<file path="src/logic/int_ctrl_pkg.sv">
// Shared constants, vector types and controller state for the interrupt grant controller.
// Imported by every RTL block and by the testbench.
`default_nettype none

package int_ctrl_pkg;

    // eight level-sensitive request lines
    localparam int NUM_SRC = 8;

    // width of a source number
    localparam int SRC_IDX_W = 3;

    // hold counter width, caps HOLD_LIMIT at 255
    localparam int TIMER_W = 8;

    // one bit per source: requests, stuck mask, eligible set
    typedef logic [NUM_SRC-1:0] src_vec_t;

    // source number
    typedef logic [SRC_IDX_W-1:0] src_idx_t;

    // cycles the current grant has been held
    typedef logic [TIMER_W-1:0] hold_cnt_t;

    // grant FSM
    typedef enum logic [0:0] {
        // no grant held
        ST_IDLE    = 1'b0,
        // a source owns the grant
        ST_GRANTED = 1'b1
    } ctrl_state_t;

endpackage

`default_nettype wire

</file>
<file path="src/logic/priority_encoder.sv">
// Combinational search for the lowest set bit of the eligible-request vector.
// Bit 0 has the highest priority.
`timescale 1ns/1ps
`default_nettype none

module priority_encoder (
    input  int_ctrl_pkg::src_vec_t eligible,
    output logic                   any_eligible,
    output int_ctrl_pkg::src_idx_t first_idx
);

    import int_ctrl_pkg::*;

    // anything to grant at all
    assign any_eligible = |eligible;

    // walk from the top down so the lowest set bit is the last one written
    always_comb begin
        first_idx = '0;
        for (int i = NUM_SRC - 1; i >= 0; i--) begin
            if (eligible[i]) begin
                first_idx = src_idx_t'(i);
            end
        end
    end

endmodule

`default_nettype wire

</file>
<file path="src/logic/hold_timer.sv">
// Counts the cycles the current grant has been held and flags when the limit is reached.
// The grant controller restarts it whenever the grant is released or replaced.
`timescale 1ns/1ps
`default_nettype none

module hold_timer #(
    parameter int_ctrl_pkg::hold_cnt_t HOLD_LIMIT = 8'd255
) (
    input  logic clk,
    input  logic arst_n,
    input  logic restart,
    output logic expired
);

    import int_ctrl_pkg::*;

    hold_cnt_t cnt;
    logic      at_limit;

    // compare on registered count only
    assign at_limit = (cnt == HOLD_LIMIT);

    always_ff @(posedge clk or negedge arst_n) begin
        if (!arst_n) begin
            cnt <= '0;
        end else if (restart) begin
            cnt <= '0;
        end else if (!at_limit) begin
            cnt <= cnt + 1'b1;
        end
        // stays at the limit if the controller ever fails to act on expiry
    end

    assign expired = at_limit;

endmodule

`default_nettype wire

</file>
<file path="src/logic/grant_controller.sv">
// Grant FSM with stuck-source mask and registered timeout pulse.
// Forms the eligible set for the encoder and restarts the hold timer on every handover.
`timescale 1ns/1ps
`default_nettype none

module grant_controller (
    input  logic                   clk,
    input  logic                   arst_n,
    input  int_ctrl_pkg::src_vec_t req,
    input  logic                   any_eligible,
    input  int_ctrl_pkg::src_idx_t first_idx,
    input  logic                   expired,
    output int_ctrl_pkg::src_vec_t eligible,
    output logic                   restart,
    output logic                   grant_valid,
    output int_ctrl_pkg::src_idx_t grant_idx,
    output logic                   timeout,
    output int_ctrl_pkg::src_vec_t masked
);

    import int_ctrl_pkg::*;

    ctrl_state_t state_q;
    ctrl_state_t state_d;
    src_idx_t    idx_q;
    src_idx_t    idx_d;
    src_vec_t    mask_q;
    src_vec_t    mask_d;
    logic        timeout_q;

    logic        granted;
    logic        grant_req;
    logic        expiry;
    logic        keep;
    src_vec_t    grant_bit;

    assign granted   = (state_q == ST_GRANTED);
    assign grant_req = req[idx_q];

    // current owner ran out of hold time while still requesting
    assign expiry = granted & grant_req & expired;

    // owner still requesting and within its limit
    assign keep = granted & grant_req & ~expired;

    assign grant_bit = src_vec_t'(1) << idx_q;

    // mask bits only survive while their request stays high
    always_comb begin
        mask_d = mask_q & req;
        if (expiry) begin
            mask_d = mask_d | grant_bit;
        end
    end

    // eligibility is judged against the mask as it will be after this edge,
    // so a source timed out now cannot win straight back
    assign eligible = req & ~mask_d;

    // grant FSM
    always_comb begin
        state_d = state_q;
        idx_d   = idx_q;
        case (state_q)
            ST_IDLE: begin
                if (any_eligible) begin
                    state_d = ST_GRANTED;
                end
                // first_idx is 0 with nothing eligible
                idx_d = first_idx;
            end
            ST_GRANTED: begin
                if (!keep) begin
                    // release or hand over to the next lowest eligible source
                    state_d = any_eligible ? ST_GRANTED : ST_IDLE;
                    idx_d   = first_idx;
                end
            end
            default: begin
                state_d = ST_IDLE;
                idx_d   = '0;
            end
        endcase
    end

    // counter runs only while the same grant is kept
    assign restart = ~keep;

    always_ff @(posedge clk or negedge arst_n) begin
        if (!arst_n) begin
            state_q <= ST_IDLE;
            idx_q   <= '0;
        end else begin
            state_q <= state_d;
            idx_q   <= idx_d;
        end
    end

    always_ff @(posedge clk or negedge arst_n) begin
        if (!arst_n) begin
            mask_q <= '0;
        end else begin
            mask_q <= mask_d;
        end
    end

    // one-cycle pulse after the edge that saw the expiry
    always_ff @(posedge clk or negedge arst_n) begin
        if (!arst_n) begin
            timeout_q <= 1'b0;
        end else begin
            timeout_q <= expiry;
        end
    end

    assign grant_valid = granted;
    assign grant_idx   = idx_q;
    assign timeout     = timeout_q;
    assign masked      = mask_q;

endmodule

`default_nettype wire

</file>
<file path="src/logic/int_ctrl_top.sv">
// Top level of the eight-source interrupt grant controller.
// Set HOLD_LIMIT here to bound how long one source may keep the grant.
`timescale 1ns/1ps
`default_nettype none

module int_ctrl_top #(
    parameter int_ctrl_pkg::hold_cnt_t HOLD_LIMIT = 8'd255
) (
    input  logic                   clk,
    input  logic                   arst_n,
    input  int_ctrl_pkg::src_vec_t req,
    output logic                   grant_valid,
    output int_ctrl_pkg::src_idx_t grant_idx,
    output logic                   timeout,
    output int_ctrl_pkg::src_vec_t masked
);

    import int_ctrl_pkg::*;

    // controller to encoder
    src_vec_t eligible;

    // encoder back to controller
    logic     any_eligible;
    src_idx_t first_idx;

    // controller and timer handshake of plain levels
    logic     restart;
    logic     expired;

    priority_encoder u_priority_encoder (
        .eligible     (eligible),
        .any_eligible (any_eligible),
        .first_idx    (first_idx)
    );

    hold_timer #(
        .HOLD_LIMIT (HOLD_LIMIT)
    ) u_hold_timer (
        .clk     (clk),
        .arst_n  (arst_n),
        .restart (restart),
        .expired (expired)
    );

    grant_controller u_grant_controller (
        .clk          (clk),
        .arst_n       (arst_n),
        .req          (req),
        .any_eligible (any_eligible),
        .first_idx    (first_idx),
        .expired      (expired),
        .eligible     (eligible),
        .restart      (restart),
        .grant_valid  (grant_valid),
        .grant_idx    (grant_idx),
        .timeout      (timeout),
        .masked       (masked)
    );

endmodule

`default_nettype wire

</file>
<file path="config.mk">
export PLATFORM = sky130hd
export DESIGN_NAME = int_ctrl_top
export DESIGN_NICKNAME = d
export VERILOG_FILES = /design/src/logic/int_ctrl_pkg.sv /design/src/logic/priority_encoder.sv /design/src/logic/hold_timer.sv /design/src/logic/grant_controller.sv /design/src/logic/int_ctrl_top.sv
export SDC_FILE = /design/constraint.sdc
export NUM_CORES = 1
export LEC_CHECK = 0
export ABC_AREA = 1
export ABC_CLOCK_PERIOD_IN_PS = 1900
export BUFFER_PORTS_ARGS = -buffer_cell sky130_fd_sc_hd__buf_4
export CORE_MARGIN = 2
export CORE_UTILIZATION = 47
export DETAILED_ROUTE_END_ITERATION = 8
export MAX_ROUTING_LAYER = met4
export PLACE_DENSITY = 0.84
export RECOVER_POWER = 100
export SYNTH_ARGS = -nofsm -noshare
export SYNTH_HDL_FRONTEND = slang
export SYNTH_SLANG_ARGS = --single-unit
</file>
<file path="constraint.sdc">
create_clock -name clk -period 1.9 [get_ports clk]
set_clock_uncertainty 0.1 [all_clocks]
set_input_delay 0.38 -clock clk [delete_from_list [all_inputs] [get_ports clk]]
set_output_delay 0.38 -clock clk [all_outputs]
set_load 0.02 [all_outputs]
</file>
======== Word-level counts from Yosys, hierarchy flattened ========
Index checks and enable logic that the tools add are counted.
operators by class
  add/subtract/negate cells ............... 1
  shift operators ......................... 1
  muxes and demuxes ....................... 18
  bitwise logic cells ..................... 9
  div/mod/pow operators ................... 0
  equal/unequal tests ..................... 3
  $mul .................................... 0
  order comparisons ....................... 1
  reduce and logical (&&, ||, !) cells .... 1
operator list
  cell                                                        count
  2-to-1 mux 3 bit                                            9
  2-to-1 mux 8 bit                                            3
  bitwise AND 8 bit                                           2
  adder 8 x 1 -> 8 bit, second input constant                 1
  equality test 8 bit, second input constant                  1
  NOT 8 bit                                                   1
  bitwise OR 8 bit                                            1
  OR reduction 8 bit                                          1
  left shift 1 x 3 -> 8 bit, first input constant             1
  one-hot mux 3 bit (2 select lines)                          1
  less-than comparator 3 x 4 -> 1 bit, second input constant  1
  inequality test 2 bit, second input constant                2
  bitwise AND 1 bit                                           3
  binary-select mux 1 bit (select 3 bit)                      1
  2-to-1 mux 1 bit                                            3
  NOT 1 bit                                                   2
  one-hot mux 1 bit (2 select lines)                          1
storage, ports and cells
  bits of input ports ..................... 10
  memory bits (read-only) ................. 0
  output and inout port bits .............. 13
  word-level logic and storage cells ...... 39
  flip-flop bits (word level) ............. 21
  latch bits .............................. 0
  memories kept ........................... 0
  bits in writable memories ............... 0

======== Depth between registers and ports, before layout ========
  word-level depth ........................ 17
  mapped depth ............................ 17
  gate-level depth less buffers ........... 17

======== Hierarchy ========
Synthesis repeated with hierarchy kept, for this count alone.
second synthesis, totals
  cell total of the unflattened synthesis .. 180
  area total of the unflattened synthesis .. 1,371.3 µm²
modules (own cells, without submodules)
  module            seq. area each (µm²)  cells each  instances  area each (µm²)
  grant_controller  325.3                 99          1          795.8
  hold_timer        200.2                 59          1          476.7
  priority_encoder  0.0                   22          1          98.8

======== Worst setup path before layout ========
Ideal clock, no wire load.
  path type ............................... register -> register
  start ................................... reg u_grant_controller.idx_q[0] (netlist: u_grant_controller.grant_idx[0])
  end ..................................... reg u_grant_controller.idx_q[2] (netlist: u_grant_controller.grant_idx[2])
  setup slack ............................. -0.110 ns
  arrival time ............................ 1.781 ns
  clock period less this slack ............ 2.010 ns
  cell stages (with the launch flop) ...... 16
  buffers on the path ..................... 1
  setup time .............................. 0.129 ns
  required time ........................... 1.671 ns
  cells stage by stage .................... dfrtp_1 > buf_6 > nor2_1 > nand2_1 > nand3_1 > nor2_1 > nor2_2 > nand2_2 > nor2_1 > inv_2 > nand2_1 > inv_2 > nand2_2 > nor2_2 > o21ai_1 > o21ai_0
on the way
  cells in the longest elaborated chain, start to end .. 17
  elaborated cells on any way between the ends .. 21
  those cells by class .................... eq/ne (1); shift (1); mux (13); bitwise (6)
RTL lines
  what                                    RTL line                                        RTL
  start: declaration                      grant_controller.sv:25                          src_idx_t idx_q;
  start signal: assignment                grant_controller.sv:95                          idx_q <= idx_d;
  binary-select mux 1 bit (select 3 bit)  grant_controller.sv:38                          assign grant_req = req[idx_q];
  2-to-1 mux 1 bit (not written as such)  grant_controller.sv:38
  bitwise AND 1 bit                       grant_controller.sv:41, grant_controller.sv:44
  bitwise AND 1 bit                       grant_controller.sv:41                          assign expiry = granted & grant_req & expired;
  2-to-1 mux 8 bit                        grant_controller.sv:51                          if (expiry) begin
  NOT 8 bit                               grant_controller.sv:58                          assign eligible = req & ~mask_d;
  bitwise AND 8 bit                       grant_controller.sv:58
  2-to-1 mux 3 bit (8 in a row)           priority_encoder.sv:21                          if (eligible[i]) begin
  2-to-1 mux 3 bit                        grant_controller.sv:73                          if (!keep) begin
  one-hot mux 3 bit (2 select lines)      grant_controller.sv:64                          case (state_q)
Parallel ways exist; a longest one is shown, timed or not. The select of a mux whose other input is x is not followed.
A chain may end at the register's enable or synchronous reset.

======== Final worst setup path ========
  start ................................... reg u_grant_controller.idx_q[1] (netlist: u_grant_controller.grant_idx[1])
  end ..................................... reg u_grant_controller.idx_q[1] (netlist: u_grant_controller.grant_idx[1])
on the way
  cells in the longest elaborated chain, start to end .. 17
  elaborated cells on any way between the ends .. 21
  those cells by class .................... eq/ne (1); shift (1); mux (13); bitwise (6)
RTL lines
  what                                        RTL line                RTL
  binary-select mux 1 bit (select 3 bit) (*)  grant_controller.sv:38
  2-to-1 mux 1 bit (not written as such) (*)  grant_controller.sv:38
  bitwise AND 1 bit (*) (2 in a row)          grant_controller.sv:41
  via u_grant_controller.expiry               grant_controller.sv:33  logic expiry;
  2-to-1 mux 8 bit (*)                        grant_controller.sv:51
  NOT 8 bit (*)                               grant_controller.sv:58
  bitwise AND 8 bit (*)                       grant_controller.sv:58
  2-to-1 mux 3 bit (7 in a row)               priority_encoder.sv:21
  2-to-1 mux 3 bit (*)                        priority_encoder.sv:21
  2-to-1 mux 3 bit                            grant_controller.sv:73
  one-hot mux 3 bit (2 select lines) (*)      grant_controller.sv:64
Mark *: on every way through the listed nets, which the timed path passes. The rest lies on a longest branch. The select of a mux whose other input is x is not followed.

==> results.toml <==
[final_layout]
layout.nets = 206
final_core_utilization_pct = 69.2
layout_common_cells = "sky130_fd_sc_hd__nand2_1 (41), sky130_fd_sc_hd__buf_4 (35), sky130_fd_sc_hd__dfrtp_1 (19)"
filler_cell_count = 190
fin_area_um2 = 1520
share_of_cells_above_drive_strength_1_pct = 30.4
diodes = 0
layout_commonest_cell = "sky130_fd_sc_hd__nand2_1"
area_growth_pct = 40.2

[clocking]
cts-root-buf = "sky130_fd_sc_hd__clkbuf_4"
clock_latency_ps = 290
tritoncts.num_buffers = 3
clk_pin_slew_ps = 110
maximum_count_of_clock_buffers_along_a_single_path = 2
clock-sinks = 21
cts_tree = "yes"
cts-htree-levels = 1

[yosys]
number_of_distinct_standard_cells_referenced_by_the_synthesized_netlist = 20
yosysWarnings = 0
arithmetic_cell_share_of_the_synthesized_area_counting_full_adders_half_adders_and_majority_gates_pct = 1.16
ys_ff_latch = 21
synth.area.mux_share_pct = 0
syn-cell-area_um2 = 1080
compound_gate_portion_of_the_synthesized_area_pct = 4.28
synthCells = 142
synthXorXnorAreaFrac_pct = 1.62
post_synth.cell_area_avg_um2 = 7.61
synth.net_count = 153
synth.yosys.seq_area_share_pct = 48.6
synth_top_family_by_area = "simple AND/OR/NAND/NOR gates"
synthSimpleGateAreaFrac_pct = 36.7

[global_routing]
grt_pass1_vias = 1142
tot_gr_track_use_pct = 24.4
grt_antenna_before_repair = 0
grt_first_pass_wirelength_um = 4750
globalRoute.totalOverflow = 0
grt_max_degree = 22

[floorplan]
dieHeight_um = 52.0
fp.dieArea_um2 = 2700
core-area_um2 = 2190
die_span_x_um = 52.0
start_util_pct = 49.3
pin_count = 23
fp_rows = 17

[status]
failing_checks = "negative setup slack"
run_status = "complete, but fails checks"

[min_path]
min_path_type = "input pin to flop"
hold_end = "u_grant_controller.masked[6]"
hold_path_depth = 3
min_from = "req[6]"

[detailed_routing]
vias = 1096
drt.antenna.violating_nets = 0
routed_wire_length_per_instance_um = 12.6
viasPerCell = 4.94
postRouteWirelength_um = 2790
drc_errors = 0
first_pass_iteration_count_of_the_detailed_router = 4
initialDrtViolationCount = 14

[sta]
final_period_minus_worst_setup_slack_ps = 2060
grt_setup_unrepaired = "yes"
finalHoldViolCount = 0
worst_slew_pin_slew_ps = 1150
finalMaxSlewViolations = 0
final_min_period_over_clock_period_pct = 108
maxClockFrequency_mhz = 486
postLayoutSetupSlackWorst_ps = -157
setup_viol_count_final = 4
maxSlewHeadroom_pct = 23.4

[critical_path]
end_kind = "flop"
beginning_of_the_worst_register_to_register_path = "u_grant_controller.grant_idx[1]"
timing.reg2reg.setup_slack_ps = -160
worstSetupStartpointType = "flop"
worst_path_required_time_ps = 1980
critPathArrivalTime_ps = 2140
cp_max_fo = 7
worst-r2r-cell-count = 13
critPathKind = "flop to flop"
r2r_end = "u_grant_controller.grant_idx[1]"

[placement]
place_area_um2 = 1420
finalWeightedCongestion = 0.858
buffer_ports.inserted = 22
dp_hpwl_um = 2150

[job]
cap_violations = 0

[power]
worst_ir_drop_vdd_v = 0.000789
static-leakage-power_uw = 0.000805
power_per_standard_cell_area_nw_per_um2 = 1020
==> cell families after synthesis <==
logic type,count (synthesis)
xor+xnor,2
simple gates,89
fa+ha+maj,1
compound gates,9
flops,21
buf+inv,20
==> synth_stat cells <==
master / n / area (um^2)
sky130_fd_sc_hd__inv_1: 16 / 60.1
sky130_fd_sc_hd__nand4_1: 5 / 31.3
sky130_fd_sc_hd__xnor2_1: 1 / 8.76
sky130_fd_sc_hd__a21oi_1: 4 / 20.0
sky130_fd_sc_hd__dfrtp_1: 21 / 526
sky130_fd_sc_hd__o21ai_1: 1 / 5.00
sky130_fd_sc_hd__xor2_1: 1 / 8.76
sky130_fd_sc_hd__nor3_1: 1 / 5.00
sky130_fd_sc_hd__ha_1: 1 / 12.5
sky130_fd_sc_hd__o21ai_0: 3 / 15.0
sky130_fd_sc_hd__nor2_4: 2 / 22.5
sky130_fd_sc_hd__nand2_1: 42 / 158
sky130_fd_sc_hd__nor2_1: 17 / 63.8
sky130_fd_sc_hd__nor2_2: 2 / 12.5
sky130_fd_sc_hd__nand2_2: 2 / 12.5
sky130_fd_sc_hd__inv_2: 3 / 11.3
sky130_fd_sc_hd__nor4_1: 1 / 6.26
sky130_fd_sc_hd__buf_6: 1 / 11.3
sky130_fd_sc_hd__nand3_1: 17 / 85.1
sky130_fd_sc_hd__o22ai_1: 1 / 6.26
==> per-stage QoR <==
stage	TNS [ps]	cells	setup WS (ps)	hold WS [ps]	total power, uW
2_1_floorplan	0	142	7.75	-15.6	890
3_3_place_gp	-204	209	-77.3	177	1170
3_5_place_dp	-402	209	-117	179	1190
4_1_cts	-298	221	-81.6	219	1500
5_1_grt	-1370	222	-316	211	1640
6_report	-559	222	-157	223	1550
==> layer usage <==
metal	vias up	track usage, %	routed length [um]
met5	-	-	0
met4	0	7.46	38
met3	4	2.87	85
met2	23	43.5	1470
met1	508	28.7	1200
li1	561	-	-
==> worst max-delay path, cell delays in order, from the launching register on <==
cell and delay [ps]:
sky130_fd_sc_hd__dfrtp_2 470, sky130_fd_sc_hd__inv_2 80, sky130_fd_sc_hd__nor2_4 130, sky130_fd_sc_hd__nand2_1 70, sky130_fd_sc_hd__nand2_1 60, sky130_fd_sc_hd__nor2_1 60
sky130_fd_sc_hd__nor2_2 120, sky130_fd_sc_hd__nand2_2 90, sky130_fd_sc_hd__nor2_4 180, sky130_fd_sc_hd__nand4_1 180, sky130_fd_sc_hd__nand3_2 120, sky130_fd_sc_hd__nand2_2 70
sky130_fd_sc_hd__a21oi_1 120, sky130_fd_sc_hd__o22ai_1 80
==> registers in the layout, indices dropped and copies added (netlist names) <==
name,count
u_grant_controller.grant_idx,3
u_hold_timer.cnt,8
u_grant_controller.masked,8
u_grant_controller.timeout,1
u_grant_controller.grant_valid,1
==> report_power, final <==
| part | leakage, uW | switching, uW | internal, uW | total (uW) |
|---|---|---|---|---|
| clock network | 0.0000150 | 126 | 81.5 | 207 |
| logic | 0.000509 | 395 | 379 | 773 |
| registers | 0.000281 | 68.9 | 496 | 565 |
| total | 0.000805 | 589 | 956 | 1550 |
==> what timing repair did <==
| action | 4_1_cts | 5_1_grt |
|---|---|---|
| hold buffers | 1 | 0 |
| buffers inserted | 7 | 1 |
| gates resized for setup | 5 | 5 |
| pin swaps | 1 | 0 |
| endpoints found under the hold margin | 21 | 0 |
| setup endpoints to repair | 4 | 11 |
==> how the worst max path moves through the flow <==
stage                               startpoint                         endpoint  cells after the start
2_1_floorplan  u_grant_controller.grant_idx[0]  u_grant_controller.grant_idx[0]                     17
3_5_place_dp   u_grant_controller.grant_idx[0]   u_grant_controller.grant_valid                     12
4_1_cts        u_grant_controller.grant_idx[1]  u_grant_controller.grant_idx[2]                     14
5_1_grt        u_grant_controller.grant_idx[1]  u_grant_controller.grant_idx[1]                     13
3_3_place_gp   u_grant_controller.grant_idx[0]  u_grant_controller.grant_idx[1]                     12
6_report       u_grant_controller.grant_idx[1]  u_grant_controller.grant_idx[1]                     13
==> cell type report <==
| cell class | count | area (um^2) | share of cell area (%) |
|---|---|---|---|
| clock buffers | 4 | 26.3 | 1.73 |
| repair buffers | 49 | 337 | 22.2 |
| multi-input cells | 101 | 518 | 34.2 |
| flip-flops and latches | 21 | 528 | 34.8 |
| well taps | 28 | 35.0 | 2.31 |
| inverters | 19 | 71.3 | 4.71 |
Note: power is estimated with default switching activity, not from simulation.
